`config.mk`:
```
export PLATFORM = sky130hd
export DESIGN_NAME = eth_cmd_top
export DESIGN_NICKNAME = d
export VERILOG_FILES = /design/src/eth_cmd_frame_pkg.sv /design/src/eth_cmd_op_pkg.sv /design/src/cmd_exec.sv /design/src/cmd_fifo.sv /design/src/cmd_frame_parse.sv /design/src/eth_cmd_top.sv
export SDC_FILE = /design/constraint.sdc
export NUM_CORES = 1
export LEC_CHECK = 0
export BUFFER_PORTS_ARGS = -buffer_cell sky130_fd_sc_hd__buf_4
export CAP_MARGIN = 20
export CORE_ASPECT_RATIO = 1.2
export CORE_MARGIN = 8
export CORE_UTILIZATION = 50
export DETAILED_ROUTE_END_ITERATION = 16
export PLACE_DENSITY = 0.68
export SYNTH_ARGS = -nofsm -noshare
export SYNTH_HDL_FRONTEND = slang
export SYNTH_SLANG_ARGS = --single-unit
```
`constraint.sdc`:
```
create_clock -name clk -period 4.7 [get_ports clk]
set_input_delay 0.705 -clock clk [delete_from_list [all_inputs] [get_ports clk]]
set_output_delay 0.705 -clock clk [all_outputs]
set_load 0.02 [all_outputs]
```
`src/eth_cmd_frame_pkg.sv`:
```
package eth_cmd_frame_pkg;

    // width of a frame length field.
    localparam int len_w = 12;

    // frame layout: header, command bytes, one checksum byte.
    localparam logic [15:0] frame_hdr = 16'h55aa;
    localparam int hdr_len = 2;
    localparam int cmd_len = 9;

    // the cache holds 32 bytes, so no frame may be longer.
    localparam int cache_aw = 5;
    localparam logic [len_w-1:0] frame_max_len = 12'd32;
    localparam logic [len_w-1:0] frame_min_len = len_w'(hdr_len + cmd_len + 1);

    // receive byte FIFO.
    localparam int fifo_aw = 6;
    localparam logic [fifo_aw:0] fifo_depth = 7'd64;

    // parser states.
    typedef enum logic [7:0] {
        idle = 8'h00,
        pre0 = 8'h01,
        pre1 = 8'h02,
        work = 8'h03,
        chk0 = 8'h04,
        prec = 8'h05,
        chk1 = 8'h06,
        evac = 8'h0e,
        last = 8'h0f
    } parse_state_t;

endpackage

```
`src/eth_cmd_op_pkg.sv`:
```
package eth_cmd_op_pkg;

    // command opcodes, carried in the first command byte.
    typedef enum logic [7:0] {
        op_nop        = 8'h00,
        op_set_rate   = 8'h01,
        op_set_gain   = 8'h02,
        op_set_chan   = 8'h03,
        op_write_done = 8'h04
    } cmd_op_t;

    // configuration register widths.
    localparam int rate_w = 32;
    localparam int gain_w = 8;
    localparam int chan_w = 8;

    // power-up configuration.
    localparam logic [rate_w-1:0] rate_rst = 32'd48000;
    localparam logic [gain_w-1:0] gain_rst = 8'd1;
    // only channel 0 enabled.
    localparam logic [chan_w-1:0] chan_rst = 8'h01;

endpackage

```
`src/cmd_exec.sv`:
```
`timescale 1ns/100ps

module cmd_exec (
    input  logic                                 clk,
    input  logic                                 rst,
    input  logic [eth_cmd_frame_pkg::fifo_aw:0]  count,
    input  logic [eth_cmd_frame_pkg::len_w-1:0]  frame_len,
    output logic                                 fs,
    input  logic                                 fd,
    input  logic                                 err,
    input  logic [7:0]                           cmd0,
    input  logic [7:0]                           cmd1,
    input  logic [7:0]                           cmd2,
    input  logic [7:0]                           cmd3,
    input  logic [7:0]                           cmd4,
    input  logic [7:0]                           cmd5,
    input  logic [7:0]                           cmd6,
    input  logic [7:0]                           cmd7,
    input  logic [7:0]                           cmd8,
    output logic [eth_cmd_op_pkg::rate_w-1:0]    sample_rate,
    output logic [eth_cmd_op_pkg::gain_w-1:0]    gain,
    output logic [eth_cmd_op_pkg::chan_w-1:0]    chan_mask,
    output logic                                 write_done,
    output logic                                 frame_err,
    output logic                                 bad_op
);

    typedef enum logic [1:0] {
        ex_idle,
        ex_run,
        ex_drain
    } exec_state_t;

    exec_state_t state;
    logic [eth_cmd_frame_pkg::len_w-1:0] count_ext;
    logic apply;

    assign count_ext = {{(eth_cmd_frame_pkg::len_w - eth_cmd_frame_pkg::fifo_aw - 1){1'b0}},
                        count};

    // first cycle of fd in a run.
    assign apply = (state == ex_run) && fd;

    always_ff @(posedge clk or posedge rst) begin
        if (rst) begin
            state <= ex_idle;
            fs    <= 1'b0;
        end else begin
            case (state)
                ex_idle: begin
                    // start only once the whole frame sits in the FIFO.
                    if (count_ext >= frame_len) begin
                        fs    <= 1'b1;
                        state <= ex_run;
                    end
                end
                ex_run: begin
                    if (fd) begin
                        fs    <= 1'b0;
                        state <= ex_drain;
                    end
                end
                ex_drain: begin
                    if (!fd) begin
                        state <= ex_idle;
                    end
                end
                default: state <= ex_idle;
            endcase
        end
    end

    always_ff @(posedge clk or posedge rst) begin
        if (rst) begin
            sample_rate <= eth_cmd_op_pkg::rate_rst;
            gain        <= eth_cmd_op_pkg::gain_rst;
            chan_mask   <= eth_cmd_op_pkg::chan_rst;
            write_done  <= 1'b0;
            frame_err   <= 1'b0;
            bad_op      <= 1'b0;
        end else begin
            write_done <= 1'b0;
            frame_err  <= 1'b0;
            bad_op     <= 1'b0;
            if (apply && err) begin
                frame_err <= 1'b1;
            end else if (apply) begin
                case (eth_cmd_op_pkg::cmd_op_t'(cmd0))
                    eth_cmd_op_pkg::op_nop:        ;
                    eth_cmd_op_pkg::op_set_rate:   sample_rate <= {cmd1, cmd2, cmd3, cmd4};
                    eth_cmd_op_pkg::op_set_gain:   gain <= cmd1;
                    eth_cmd_op_pkg::op_set_chan:   chan_mask <= cmd1;
                    eth_cmd_op_pkg::op_write_done: write_done <= 1'b1;
                    default:                       bad_op <= 1'b1;
                endcase
            end
        end
    end

    a_one_pulse: assert property (
        @(posedge clk) disable iff (rst) $onehot0({write_done, frame_err, bad_op})
    ) else $error("more than one event pulse");

endmodule

```
`src/cmd_fifo.sv`:
```
`timescale 1ns/100ps

module cmd_fifo (
    input  logic                               clk,
    input  logic                               rst,
    input  logic                               wr_en,
    input  logic [7:0]                         wr_data,
    input  logic                               rd_en,
    output logic [7:0]                         rd_data,
    output logic [eth_cmd_frame_pkg::fifo_aw:0] count
);

    logic [7:0] mem [0:eth_cmd_frame_pkg::fifo_depth-1];
    logic [eth_cmd_frame_pkg::fifo_aw-1:0] wr_ptr;
    logic [eth_cmd_frame_pkg::fifo_aw-1:0] rd_ptr;
    logic wr_ok;
    logic rd_ok;

    // a write into a full buffer is lost.
    assign wr_ok = wr_en && (count != eth_cmd_frame_pkg::fifo_depth);
    assign rd_ok = rd_en && (count != '0);

    always_ff @(posedge clk or posedge rst) begin
        if (rst) begin
            wr_ptr <= '0;
            rd_ptr <= '0;
            count  <= '0;
        end else begin
            if (wr_ok) begin
                wr_ptr <= wr_ptr + 1'b1;
            end
            if (rd_ok) begin
                rd_ptr <= rd_ptr + 1'b1;
            end
            case ({wr_ok, rd_ok})
                2'b10:   count <= count + 1'b1;
                2'b01:   count <= count - 1'b1;
                default: count <= count;
            endcase
        end
    end

    always_ff @(posedge clk) begin
        if (wr_ok) begin
            mem[wr_ptr] <= wr_data;
        end
    end

    // registered read port, data one cycle after rd_en.
    always_ff @(posedge clk) begin
        if (rd_ok) begin
            rd_data <= mem[rd_ptr];
        end
    end

    // the parser only starts on a complete frame, so it never drains past empty.
    a_no_read_empty: assert property (
        @(posedge clk) disable iff (rst) rd_en |-> (count != '0)
    ) else $error("cmd_fifo read while empty");

endmodule

```
`src/cmd_frame_parse.sv`:
```
`timescale 1ns/100ps

module cmd_frame_parse (
    input  logic                                 clk,
    input  logic                                 rst,
    input  logic                                 fs,
    output logic                                 fd,
    output logic                                 rd_en,
    input  logic [7:0]                           rd_data,
    input  logic [eth_cmd_frame_pkg::len_w-1:0]  frame_len,
    output logic                                 err,
    output logic [7:0]                           cmd0,
    output logic [7:0]                           cmd1,
    output logic [7:0]                           cmd2,
    output logic [7:0]                           cmd3,
    output logic [7:0]                           cmd4,
    output logic [7:0]                           cmd5,
    output logic [7:0]                           cmd6,
    output logic [7:0]                           cmd7,
    output logic [7:0]                           cmd8
);

    eth_cmd_frame_pkg::parse_state_t state;
    eth_cmd_frame_pkg::parse_state_t next_state;

    logic [eth_cmd_frame_pkg::len_w-1:0] idx;
    logic [eth_cmd_frame_pkg::len_w-1:0] last_idx;
    logic [eth_cmd_frame_pkg::len_w-1:0] sum_end;
    logic [7:0] cache [0:eth_cmd_frame_pkg::frame_max_len-1];
    logic [7:0] cmd_q [0:eth_cmd_frame_pkg::cmd_len-1];
    logic [7:0] sum;
    logic hdr_ok;
    logic sum_ok;

    assign last_idx = frame_len - 1'b1;
    assign sum_end  = frame_len - 2'd2;

    assign fd = (state == eth_cmd_frame_pkg::last);

    // one read in pre1, then one per work cycle except the last capture.
    assign rd_en = (state == eth_cmd_frame_pkg::pre1) ||
                   ((state == eth_cmd_frame_pkg::work) && (idx != last_idx));

    always_ff @(posedge clk or posedge rst) begin
        if (rst) begin
            state <= eth_cmd_frame_pkg::idle;
        end else begin
            state <= next_state;
        end
    end

    always_comb begin
        next_state = state;
        case (state)
            eth_cmd_frame_pkg::idle: begin
                if (fs) begin
                    next_state = eth_cmd_frame_pkg::pre0;
                end
            end
            eth_cmd_frame_pkg::pre0: next_state = eth_cmd_frame_pkg::pre1;
            eth_cmd_frame_pkg::pre1: next_state = eth_cmd_frame_pkg::work;
            eth_cmd_frame_pkg::work: begin
                if (idx == last_idx) begin
                    next_state = eth_cmd_frame_pkg::chk0;
                end
            end
            eth_cmd_frame_pkg::chk0: next_state = eth_cmd_frame_pkg::prec;
            eth_cmd_frame_pkg::prec: begin
                if (idx == sum_end) begin
                    next_state = eth_cmd_frame_pkg::chk1;
                end
            end
            eth_cmd_frame_pkg::chk1: next_state = eth_cmd_frame_pkg::evac;
            eth_cmd_frame_pkg::evac: next_state = eth_cmd_frame_pkg::last;
            eth_cmd_frame_pkg::last: begin
                if (!fs) begin
                    next_state = eth_cmd_frame_pkg::idle;
                end
            end
            default: next_state = eth_cmd_frame_pkg::idle;
        endcase
    end

    // capture index while reading, then byte index for the checksum pass.
    always_ff @(posedge clk or posedge rst) begin
        if (rst) begin
            idx <= '0;
        end else if (state == eth_cmd_frame_pkg::pre0) begin
            idx <= '0;
        end else if (state == eth_cmd_frame_pkg::chk0) begin
            idx <= eth_cmd_frame_pkg::len_w'(eth_cmd_frame_pkg::hdr_len);
        end else if (state == eth_cmd_frame_pkg::work || state == eth_cmd_frame_pkg::prec) begin
            idx <= idx + 1'b1;
        end
    end

    always_ff @(posedge clk) begin
        if (state == eth_cmd_frame_pkg::work) begin
            cache[idx[eth_cmd_frame_pkg::cache_aw-1:0]] <= rd_data;
        end
    end

    always_ff @(posedge clk or posedge rst) begin
        if (rst) begin
            sum    <= 8'h00;
            hdr_ok <= 1'b0;
            sum_ok <= 1'b0;
        end else begin
            case (state)
                eth_cmd_frame_pkg::chk0: begin
                    sum    <= 8'h00;
                    hdr_ok <= ({cache[0], cache[1]} == eth_cmd_frame_pkg::frame_hdr);
                end
                eth_cmd_frame_pkg::prec: begin
                    sum <= sum + cache[idx[eth_cmd_frame_pkg::cache_aw-1:0]];
                end
                eth_cmd_frame_pkg::chk1: begin
                    sum_ok <= (sum == cache[last_idx[eth_cmd_frame_pkg::cache_aw-1:0]]);
                end
                default: begin
                    sum <= sum;
                end
            endcase
        end
    end

    // a rejected frame reads back as all ones.
    always_ff @(posedge clk or posedge rst) begin
        if (rst) begin
            err <= 1'b0;
            for (int i = 0; i < eth_cmd_frame_pkg::cmd_len; i++) begin
                cmd_q[i] <= 8'h00;
            end
        end else if (state == eth_cmd_frame_pkg::evac) begin
            err <= !(hdr_ok && sum_ok);
            for (int i = 0; i < eth_cmd_frame_pkg::cmd_len; i++) begin
                cmd_q[i] <= (hdr_ok && sum_ok) ? cache[eth_cmd_frame_pkg::hdr_len + i] : 8'hff;
            end
        end
    end

    assign cmd0 = cmd_q[0];
    assign cmd1 = cmd_q[1];
    assign cmd2 = cmd_q[2];
    assign cmd3 = cmd_q[3];
    assign cmd4 = cmd_q[4];
    assign cmd5 = cmd_q[5];
    assign cmd6 = cmd_q[6];
    assign cmd7 = cmd_q[7];
    assign cmd8 = cmd_q[8];

    a_len_range: assert property (
        @(posedge clk) disable iff (rst)
        fs |-> (frame_len >= eth_cmd_frame_pkg::frame_min_len &&
                frame_len <= eth_cmd_frame_pkg::frame_max_len)
    ) else $error("frame_len %0d outside frame limits", frame_len);

    // done is only raised for a start that is still pending.
    a_fd_after_fs: assert property (
        @(posedge clk) disable iff (rst) $rose(fd) |-> fs
    ) else $error("fd raised without fs");

endmodule

```
`src/eth_cmd_top.sv`:
```
`timescale 1ns/100ps

module eth_cmd_top (
    input  logic                                 clk,
    input  logic                                 rst,
    input  logic                                 rx_valid,
    input  logic [7:0]                           rx_data,
    input  logic [eth_cmd_frame_pkg::len_w-1:0]  frame_len,
    output logic [eth_cmd_op_pkg::rate_w-1:0]    sample_rate,
    output logic [eth_cmd_op_pkg::gain_w-1:0]    gain,
    output logic [eth_cmd_op_pkg::chan_w-1:0]    chan_mask,
    output logic                                 write_done,
    output logic                                 frame_err,
    output logic                                 bad_op
);

    logic [eth_cmd_frame_pkg::fifo_aw:0] fifo_count;
    logic [7:0] rd_data;
    logic rd_en;
    logic fs;
    logic fd;
    logic err;
    logic [7:0] cmd0;
    logic [7:0] cmd1;
    logic [7:0] cmd2;
    logic [7:0] cmd3;
    logic [7:0] cmd4;
    logic [7:0] cmd5;
    logic [7:0] cmd6;
    logic [7:0] cmd7;
    logic [7:0] cmd8;

    cmd_fifo u_fifo (
        .clk     (clk),
        .rst     (rst),
        .wr_en   (rx_valid),
        .wr_data (rx_data),
        .rd_en   (rd_en),
        .rd_data (rd_data),
        .count   (fifo_count)
    );

    cmd_frame_parse u_parse (
        .clk       (clk),
        .rst       (rst),
        .fs        (fs),
        .fd        (fd),
        .rd_en     (rd_en),
        .rd_data   (rd_data),
        .frame_len (frame_len),
        .err       (err),
        .cmd0      (cmd0),
        .cmd1      (cmd1),
        .cmd2      (cmd2),
        .cmd3      (cmd3),
        .cmd4      (cmd4),
        .cmd5      (cmd5),
        .cmd6      (cmd6),
        .cmd7      (cmd7),
        .cmd8      (cmd8)
    );

    cmd_exec u_exec (
        .clk         (clk),
        .rst         (rst),
        .count       (fifo_count),
        .frame_len   (frame_len),
        .fs          (fs),
        .fd          (fd),
        .err         (err),
        .cmd0        (cmd0),
        .cmd1        (cmd1),
        .cmd2        (cmd2),
        .cmd3        (cmd3),
        .cmd4        (cmd4),
        .cmd5        (cmd5),
        .cmd6        (cmd6),
        .cmd7        (cmd7),
        .cmd8        (cmd8),
        .sample_rate (sample_rate),
        .gain        (gain),
        .chan_mask   (chan_mask),
        .write_done  (write_done),
        .frame_err   (frame_err),
        .bad_op      (bad_op)
    );

endmodule

```
# Word level (Yosys, flattened, before mapping)
# Memory sizes are Yosys's and may differ from the RTL's. A register that Yosys moved wholly into a read port is not among the register bits.
# Cells that the tools add are included.
[totals]
n_memories = 2
mem_bits_rw = 768
ff_bits = 144
input_bits = 23
wordCells = 120
output_inout_bits = 51
[classes]
n_reduce_logical = 24
addsub = 8
mux = 33
bitwise = 1
magnitude_cmp = 1
n_eq_ne = 29
[mem_list]
columns = ["memory", "depth", "word_bits", "read_ports", "rd_ports_with_merged_regs", "write_ports", "line_no", "source"]
rows = [
  ["u_fifo.mem", 64, 8, 1, 1, 1, "cmd_fifo.sv:13", "logic [7:0] mem [0:eth_cmd_frame_pkg::fifo_depth-1];"],
  ["u_parse.cache", 32, 8, 9, 0, 1, "cmd_frame_parse.sv:29", "logic [7:0] cache [0:eth_cmd_frame_pkg::frame_max_len-1];"],
]
[ops]
columns = ["op", "count"]
rows = [
  ["8-bit 2-to-1 mux", 9],
  ["8-bit one-hot mux with 9 select lines", 1],
  ["12-bit 2-to-1 mux", 3],
  ["8-bit by 2-bit equality test with 1-bit output, second input constant", 4],
  ["8-bit by 3-bit equality test with 1-bit output, second input constant", 4],
  ["12-bit equality test", 2],
  ["16-bit by 15-bit equality test with 1-bit output, second input constant", 1],
  ["8-bit by 1-bit equality test with 1-bit output, second input constant", 2],
  ["8-bit by 4-bit equality test with 1-bit output, second input constant", 2],
  ["8-bit logical NOT", 2],
  ["8-bit one-hot mux with 2 select lines", 1],
  ["3-bit AND reduction", 5],
  ["7-bit one-hot mux with 2 select lines", 1],
  ["1-bit 2-to-1 mux", 13],
  ["12-bit by 1-bit adder with 12-bit output, second input constant", 1],
  ["6-bit by 1-bit adder with 6-bit output, second input constant", 2],
  ["7-bit by 12-bit >= comparator with 1-bit output", 1],
  ["12-bit != test", 1],
  ["12-bit by 1-bit subtractor with 12-bit output, second input constant", 1],
  ["12-bit by 2-bit subtractor with 12-bit output, second input constant", 1],
  ["2-bit by 1-bit != test with 1-bit output, second input constant", 5],
  ["8-bit adder", 1],
  ["8-bit equality test", 1],
  ["7-bit by 1-bit adder with 7-bit output, second input constant", 1],
  ["18 further kinds", 31],
]

# Depth between registers and ports, before layout
# Gate-level depths: netlist (run 1).
[depth]
ltp_word = 7
mapped_depth = 24
mapped_depth_nobuf = 19

# Cells and area by module
# Synthesis (run 1) repeated with hierarchy kept, for this count alone.
[unflattened]
hier_cells = 2307
area_unflattened_um2 = 40582.7
[modules_own_cells]
columns = ["mod", "seq_area_each_um2", "area_per_inst_um2", "n_inst", "cells_per_inst"]
rows = [
  ["cmd_fifo", 16090.4, 21306.7, 1, 1109],
  ["cmd_frame_parse", 10164.7, 16832.4, 1, 1040],
  ["cmd_exec", 1362.6, 2443.6, 1, 158],
]

# Least setup slack after synthesis (run 1)
# No wires, ideal clock.
[synth_timing]
kind = "input -> register"
startpoint = "input port frame_len[0] (netlist name)"
endpoint = "register u_fifo.count[6] (netlist name)"
path_slack_ns = 0.116
stages = 24
path_buffers = 5
arrival_time_ns = 4.459
path_cell_list = "buf_6 -> buf_6 -> buf_4 -> inv_1 -> ha_1 -> buf_2 -> buf_2 -> xor2_1 -> nand2_1 -> nor4_1 -> nand3_1 -> nor3_2 -> a21oi_4 -> ha_1 -> inv_1 -> fa_1 -> inv_1 -> a21oi_1 -> o21bai_1 -> a21o_1 -> a21oi_1 -> xnor2_1 -> nor2_1 -> xor2_1"
[synth_between]
elab_chain_len = 7
[synth_rtl]
columns = ["item", "line_no", "source"]
rows = [
  ["start, declared", "eth_cmd_top.sv:8", "input logic [eth_cmd_frame_pkg::len_w-1:0] frame_len,"],
  ["12-bit by 1-bit subtractor with 12-bit output *", "cmd_frame_parse.sv:35", "assign last_idx = frame_len - 1'b1;"],
  ["12-bit != test *", "cmd_frame_parse.sv:42", "((state == eth_cmd_frame_pkg::work) && (idx != last_idx));"],
  ["1-bit logical AND *", "cmd_frame_parse.sv:42", ""],
  ["1-bit logical OR *", "cmd_frame_parse.sv:41", "assign rd_en = (state == eth_cmd_frame_pkg::pre1) ||"],
  ["1-bit logical AND *", "cmd_fifo.sv:21", "assign rd_ok = rd_en && (count != '0);"],
  ["net u_fifo.rd_ok", "cmd_fifo.sv:17", "logic rd_ok;"],
  ["2-bit by 1-bit equality test with 1-bit output / 2-bit equality test (equally long branches)", "cmd_fifo.sv:35", "case ({wr_ok, rd_ok})"],
  ["7-bit one-hot mux with 2 select lines / 2-bit nonzero test (equally long branches)", "-", ""],
  ["end signal, assigned", "cmd_fifo.sv:36", "2'b10: count <= count + 1'b1;"],
  ["end signal, assigned", "cmd_fifo.sv:37", "2'b01: count <= count - 1'b1;"],
  ["end signal, assigned", "cmd_fifo.sv:38", "default: count <= count;"],
  ["end, declared", "cmd_fifo.sv:10", "output logic [eth_cmd_frame_pkg::fifo_aw:0] count"],
]
# The timed path passes the listed nets; every way through them passes the cells marked *.
# A chain may end at the register's enable or synchronous reset.

# Final worst setup path (run 1)
[layout_timing]
startpoint = "register u_parse.idx[0] (netlist name)"
endpoint = "register u_parse.sum[7]"
[layout_between]
elab_chain_len = 3
[layout_rtl]
columns = ["item", "line_no", "source"]
rows = [
  ["start, declared", "cmd_frame_parse.sv:26", "logic [eth_cmd_frame_pkg::len_w-1:0] idx;"],
  ["start signal, assigned", "cmd_frame_parse.sv:91", "idx <= eth_cmd_frame_pkg::len_w'(eth_cmd_frame_pkg::hdr_len);"],
  ["start signal, assigned", "cmd_frame_parse.sv:93", "idx <= idx + 1'b1;"],
  ["memory read 32 x 8 bit", "-", ""],
  ["8-bit adder", "cmd_frame_parse.sv:115", "sum <= sum + cache[idx[eth_cmd_frame_pkg::cache_aw-1:0]];"],
  ["8-bit one-hot mux with 2 select lines", "cmd_frame_parse.sv:109", "case (state)"],
  ["end signal, assigned", "cmd_frame_parse.sv:115", ""],
  ["end signal, assigned", "cmd_frame_parse.sv:121", "sum <= sum;"],
  ["end, declared", "cmd_frame_parse.sv:31", "logic [7:0] sum;"],
]
# Every way passes these cells.

==> impl_metrics.json, run 1 <==
{
  "status": "completed",
  "peakVddDrop_v": 0.0003751,
  "dr.pass1.iters": 6,
  "seq_area_frac_synth_pct": 68.32,
  "cp_top_family": "compound AO/OA/AOI/OAI gates",
  "grt_pass1_wl_um": 139600,
  "antenna_left": 0,
  "cts_resized": 0,
  "initial_core_util_pct": 50.47,
  "synth_area_mm2": 0.03925,
  "port_buffers": 73,
  "endpoint_kind": "flip-flop",
  "postCtsSetupRepairBufs": 0,
  "num_vias": 21650,
  "startpoint": "u_parse.idx[0]",
  "reg2reg_depth": 13,
  "postPlaceCellArea_mm2": 0.04086,
  "reg2reg_from": "u_parse.idx[0]",
  "power_density_mw_per_mm2": 567.3,
  "clkSlewWorstSetupHoldPaths_ns": 0.07,
  "io_pins": 74,
  "yosys-top-cells-area": "edfxtp_1, mux4_2, dfrtp_1, mux2i_1, nor2_1",
  "ys_warn_count": 0,
  "rrSetupSlack_ns": 0.56,
  "crit_slowest_cell": "dfrtp_4",
  "h-tree-depth": 3,
  "cts-root-buf": "clkbuf_16",
  "drive_gt1_share_pct": 21.24,
  "die_w_um": 271.8,
  "cts_tree": "yes",
  "fin_hold_ws_ns": 0.1954,
  "viasPerCell": 6.248,
  "hold_violations": 0,
  "arrival_ns": 4.69,
  "syn_nets": 2348,
  "cts_buffer_depth": 3,
  "drc": 0,
  "fin_setup_tns_ns": 0,
  "fin_area_mm2": 0.04385,
  "crit_path_max_fanout": 38,
  "globalplace.congestion": 0.9080,
  "synth-edff-count": 776,
  "cp_num_cells": 13,
  "numCtsBuffers": 90,
  "die_y_um": 322.9,
  "synth_seq_cells": 916,
  "dpl.hpwl_um": 60640,
  "max_cap_viol_count": 0,
  "cp.required_ns": 5.24,
  "synth_top_area_cell": "edfxtp_1",
  "crit_top_cell": "a21oi_1",
  "grt.overflow.total": 0,
  "hold_buffers": 0,
  "grt_start_max_net_pins": 82,
  "rsz0062_at_grt": "false",
  "area_delta_synth_final_pct": 11.70,
  "p_leak_nw": 15.16,
  "cp_cell_sequence": "buf_4 -> mux4_2 -> a22oi_1 -> nand4_1 -> ha_1 -> a21o_1 -> a21oi_1 -> o21bai_1 -> a21oi_1 -> o21ai_0 -> xnor2_1 -> and3_1 -> a211o_1",
  "post_drt_wl_per_cell_um": 27.04,
  "final_cells": 3466,
  "grt_pass1_vias": 21950,
  "finalWirelength_um": 93730,
  "crit_path_end": "u_parse.sum[7]",
  "slew_violations": 0,
  "synth.most_common_cell": "edfxtp_1",
  "insertion_delay_ns": 0.67,
  "skew_ns": 0.04912,
  "ys_types": 77,
  "coreArea_mm2": 0.07777,
  "cts_num_sinks": 916,
  "final_nets": 2420,
  "hold_class": "in -> async",
  "synthArstFlopShare_pct": 15.28,
  "tightestPinTransition_ns": 1.124,
  "antenna_found_initial": 1,
  "dieArea_mm2": 0.08777,
  "max_slew_margin_pct": 25.08,
  "yosys-top-cells-count": "edfxtp_1, nor2_1, mux4_2",
  "worst_r2r_endpoint": "u_parse.sum[7]",
  "fin_crit_ns": 4.142,
  "drt-initial-drc-count": 2117,
  "finalCritPeriodShare_pct": 88.12,
  "post-route-util_pct": 56.38,
  "core.rowCount": 112,
  "syn_area_per_cell_um2": 17.10,
  "max_freq_mhz": 241.5,
  "synthFlopType": "edfxtp_1",
  "setup_viol": 0,
  "track_usage_pct": 21.10,
  "max_stage_delay_ns": 0.92,
  "crit_type": "reg -> reg",
  "critPathLaunchType": "flip-flop",
  "synthCells": 2295,
  "yosysTopAreaCellShare_pct": 59.36,
  "post-place-cells": 3298,
  "cp_num_buf_inv": 1
}
## final cells by class
class	instances	area (um^2)
fill	5890	33930
sequential	916	26830
antenna	1	2.502
multi-input combinational	1211	11660
tap	1026	1284
clock inverter	55	579.3
clock buffer	109	2345
timing repair buffer	121	1039
inverter	27	106.4
## cell families (layout without fill, tap and decap cells)
family | count (synthesis) | after routing | share of synthesized area [%]
buffers and inverters | 168 | 312 | 2.002
muxes | 392 | 392 | 16.37
other | 0 | 1 | 0
AOI/OAI and AO/OA | 302 | 302 | 5.651
xor gates and xnor gates | 88 | 88 | 1.983
and+or+nand+nor | 398 | 398 | 4.657
DFF | 916 | 916 | 68.32
adders and majority gates | 31 | 31 | 1.020
## cell usage in the layout, fill, tap and decap left out, drive strengths merged, types with 7 or more instances in the layout
master / count
xnor2: 54
buf: 121
clkinv: 40
dfstp: 9
nor2: 183
nand3: 17
edfxtp: 776
mux4: 192
ha: 28
mux2i: 150
nor3: 12
o22ai: 18
nor4: 11
a221oi: 9
a22oi: 38
mux2: 50
a211oi: 18
a21o: 8
clkbuf: 109
inv: 31
o221ai: 55
dfrtp: 131
nand4: 17
bufinv: 7
o21ai: 55
o22a: 40
nand2: 101
and3: 8
xor2: 34
a21oi: 29
## layer usage
layer	share of wire, %	wire length (um)	GRT usage [%]	vias to the layer above
met5	0.0075	7	0	-
met4	5.4	5065	10.83	2
met3	5.9	5517	3.413	244
met2	52	48780	37.37	822
met1	37	34350	24.79	11240
li1	-	-	-	9351
## sequential cells by signal, summed over array words and instances, names as in the netlist, 2 cells and up
signal and count:
u_fifo.mem 512, u_fifo.count 7, u_parse.cmd2 8, u_parse.state 4
u_parse.sum 8, u_parse.cache 256, u_fifo.rd_ptr 6, u_fifo.wr_ptr 6
u_parse.cmd0 8, u_exec.sample_rate 32, u_fifo.rd_data 8, u_parse.cmd1 8
u_exec.chan_mask 8, u_parse.cmd3 8, u_parse.idx 12, u_exec.gain 8
u_parse.cmd4 8, u_exec.state 2
## where the power goes
part | internal, mW | switching (mW) | leakage, nW
logic | 2.95 | 4.17 | 4.93
clock network | 3.99 | 3.10 | 1.42
registers | 9.78 | 0.887 | 8.81
total | 16.7 | 8.16 | 15.2
## worst min-delay path by stage
| stage | end | slack, ns | cells past startpoint |
|---|---|---|---|
| final | u_parse.idx[9] | 0.20 | 2 |
| after global routing | u_parse.idx[9] | 0.26 | 2 |
| after CTS | u_fifo.wr_ptr[5] | 0.19 | 2 |
| after detailed placement | u_exec.bad_op | 0.48 | 1 |
| after global placement | u_exec.bad_op | 0.47 | 1 |
| after floorplan | u_exec.bad_op | 0.45 | 1 |
## metrics by stage
stage	power, mW	setup slack, ns
floorplan	15.40	0.1162
global placement	17.68	0.4496
detailed placement	17.89	0.3805
CTS	24.95	0.6096
global route	25.82	0.3973
finish	24.87	0.5585
Note: power is estimated with default switching activity, not from simulation.
==> inputs of run 2 (changes only) <==
REMOVE_ABC_BUFFERS = 1   (was not set)
==> run 2 against run 1 <==
Clock power grew 5.5%; power grew 1.6%; design area grew 0.85%; highest routed layer is now met4.
==> impl_metrics.json, run 2 (synthesis results as in run 1) <==
{
  "cts_resized": 0,
  "hold_buffers": 0,
  "rrSetupSlack_ns": 0.67,
  "core.rowCount": 112,
  "drc": 0,
  "reg2reg_from": "u_parse.idx[0]",
  "io_pins": 74,
  "max_slew_margin_pct": 22.83,
  "slew_violations": 0,
  "post-place-cells": 3323,
  "cts_tree": "yes",
  "num_antenna_cells": 0,
  "critPathLaunchType": "flip-flop",
  "dpl.hpwl_um": 62260,
  "final_nets": 2446,
  "tightestPinTransition_ns": 1.158,
  "rsz0062_at_grt": "false",
  "postPlaceCellArea_mm2": 0.04104,
  "cts-root-buf": "clkbuf_16",
  "cp.required_ns": 5.25,
  "skew_ns": 0.02627,
  "port_buffers": 73,
  "globalplace.congestion": 0.9217,
  "post-route-util_pct": 56.86,
  "coreArea_mm2": 0.07777,
  "cp_num_buf_inv": 1,
  "grt_pass1_vias": 22560,
  "area_delta_synth_final_pct": 12.65,
  "hold_violations": 0,
  "p_leak_nw": 15.40,
  "track_usage_pct": 21.54,
  "fin_setup_tns_ns": 0,
  "crit_slowest_cell": "dfrtp_4",
  "numCtsBuffers": 91,
  "viasPerCell": 6.230,
  "dr.pass1.iters": 5,
  "peakVddDrop_v": 0.0004088,
  "finalWirelength_um": 95020,
  "clkSlewWorstSetupHoldPaths_ns": 0.06,
  "fin_area_mm2": 0.04422,
  "grt.overflow.total": 0,
  "fin_crit_ns": 4.028,
  "postCtsSetupRepairBufs": 0,
  "endpoint_kind": "flip-flop",
  "h-tree-depth": 3,
  "max_stage_delay_ns": 0.88,
  "die_y_um": 322.9,
  "worst_slack_ns": 0.6716,
  "final_cells": 3496,
  "pre_cts_ws_ns": 0.3558,
  "num_vias": 21780,
  "cp_cell_sequence": "buf_4 -> mux4_2 -> a22oi_1 -> nand4_1 -> ha_1 -> a21o_1 -> a21oi_1 -> o21bai_1 -> a21oi_1 -> o21ai_0 -> xnor2_1 -> and3_1 -> a211o_1",
  "arrival_ns": 4.57,
  "drive_gt1_share_pct": 22.75,
  "largest_reg_flops": 512,
  "cts_num_sinks": 916,
  "drt-initial-drc-count": 2030,
  "max_cap_viol_count": 0,
  "antenna_left": 0,
  "fill_cells": 5874,
  "power_density_mw_per_mm2": 571.7,
  "insertion_delay_ns": 0.66,
  "setup_viol": 0,
  "die_w_um": 271.8,
  "finalCritPeriodShare_pct": 85.71,
  "layout_commonest_cell": "edfxtp_1",
  "hold_class": "in -> async",
  "crit_type": "reg -> reg",
  "cts_buffer_depth": 3,
  "worst_r2r_endpoint": "u_parse.sum[7]",
  "grt_pass1_wl_um": 144100,
  "crit_path_max_fanout": 30,
  "crit_top_cell": "a21oi_1",
  "cp_top_family": "compound AO/OA/AOI/OAI gates",
  "initial_core_util_pct": 50.47,
  "dieArea_mm2": 0.08777,
  "grt_start_max_net_pins": 68,
  "post_drt_wl_per_cell_um": 27.18,
  "reg2reg_depth": 13,
  "antenna_found_initial": 0,
  "max_freq_mhz": 248.2,
  "final_cell_mix": "edfxtp_1, mux4_2, nor2_1, mux2i_1, buf_4",
  "largest_register": "u_fifo.mem",
  "status": "completed"
}
[run 2: routing by layer]
layer	wire length (um)	GRT usage, %
met3	5908	3.169
met4	4237	9.201
met5	0	0
met1	35390	26.11
met2	49490	38.37
[run 2: where the power goes]
group | internal [mW] | switching, mW
clock network | 4.34 | 3.15
logic | 3.00 | 4.11
registers | 9.78 | 0.905
[run 2: final cells by class]
| class | count | area, um^2 | area share, % |
|---|---|---|---|
| clock buffers | 108 | 2382 | 5.387 |
| clock inverters | 62 | 725.7 | 1.641 |
| inverters | 27 | 106.4 | 0.2405 |
| multi-input cells | 1211 | 11660 | 26.38 |
| flip-flops and latches | 916 | 26830 | 60.67 |
| well taps | 1026 | 1284 | 2.903 |
| repair buffers | 146 | 1231 | 2.784 |
[run 2: stage by stage]
step / total power, mW / hold WS, ns
global route: 26.30 / 0.1940
global placement: 17.69 / 0.4783
finish: 25.28 / 0.1531
CTS: 25.36 / 0.1556
detailed placement: 17.88 / 0.4862
floorplan: 15.41 / 0.4494
[run 2: worst max-delay path by stage]
stage / cells past startpoint / end / from
global route: 13 / u_parse.sum[7] / u_parse.idx[0]
CTS: 13 / u_parse.sum[7] / u_parse.idx[0]
detailed placement: 20 / u_fifo.count[6] / frame_len[1]
finish: 13 / u_parse.sum[7] / u_parse.idx[0]
floorplan: 5 / u_fifo.rd_data[0] / u_fifo.rd_ptr[0]
global placement: 20 / u_fifo.count[6] / frame_len[1]
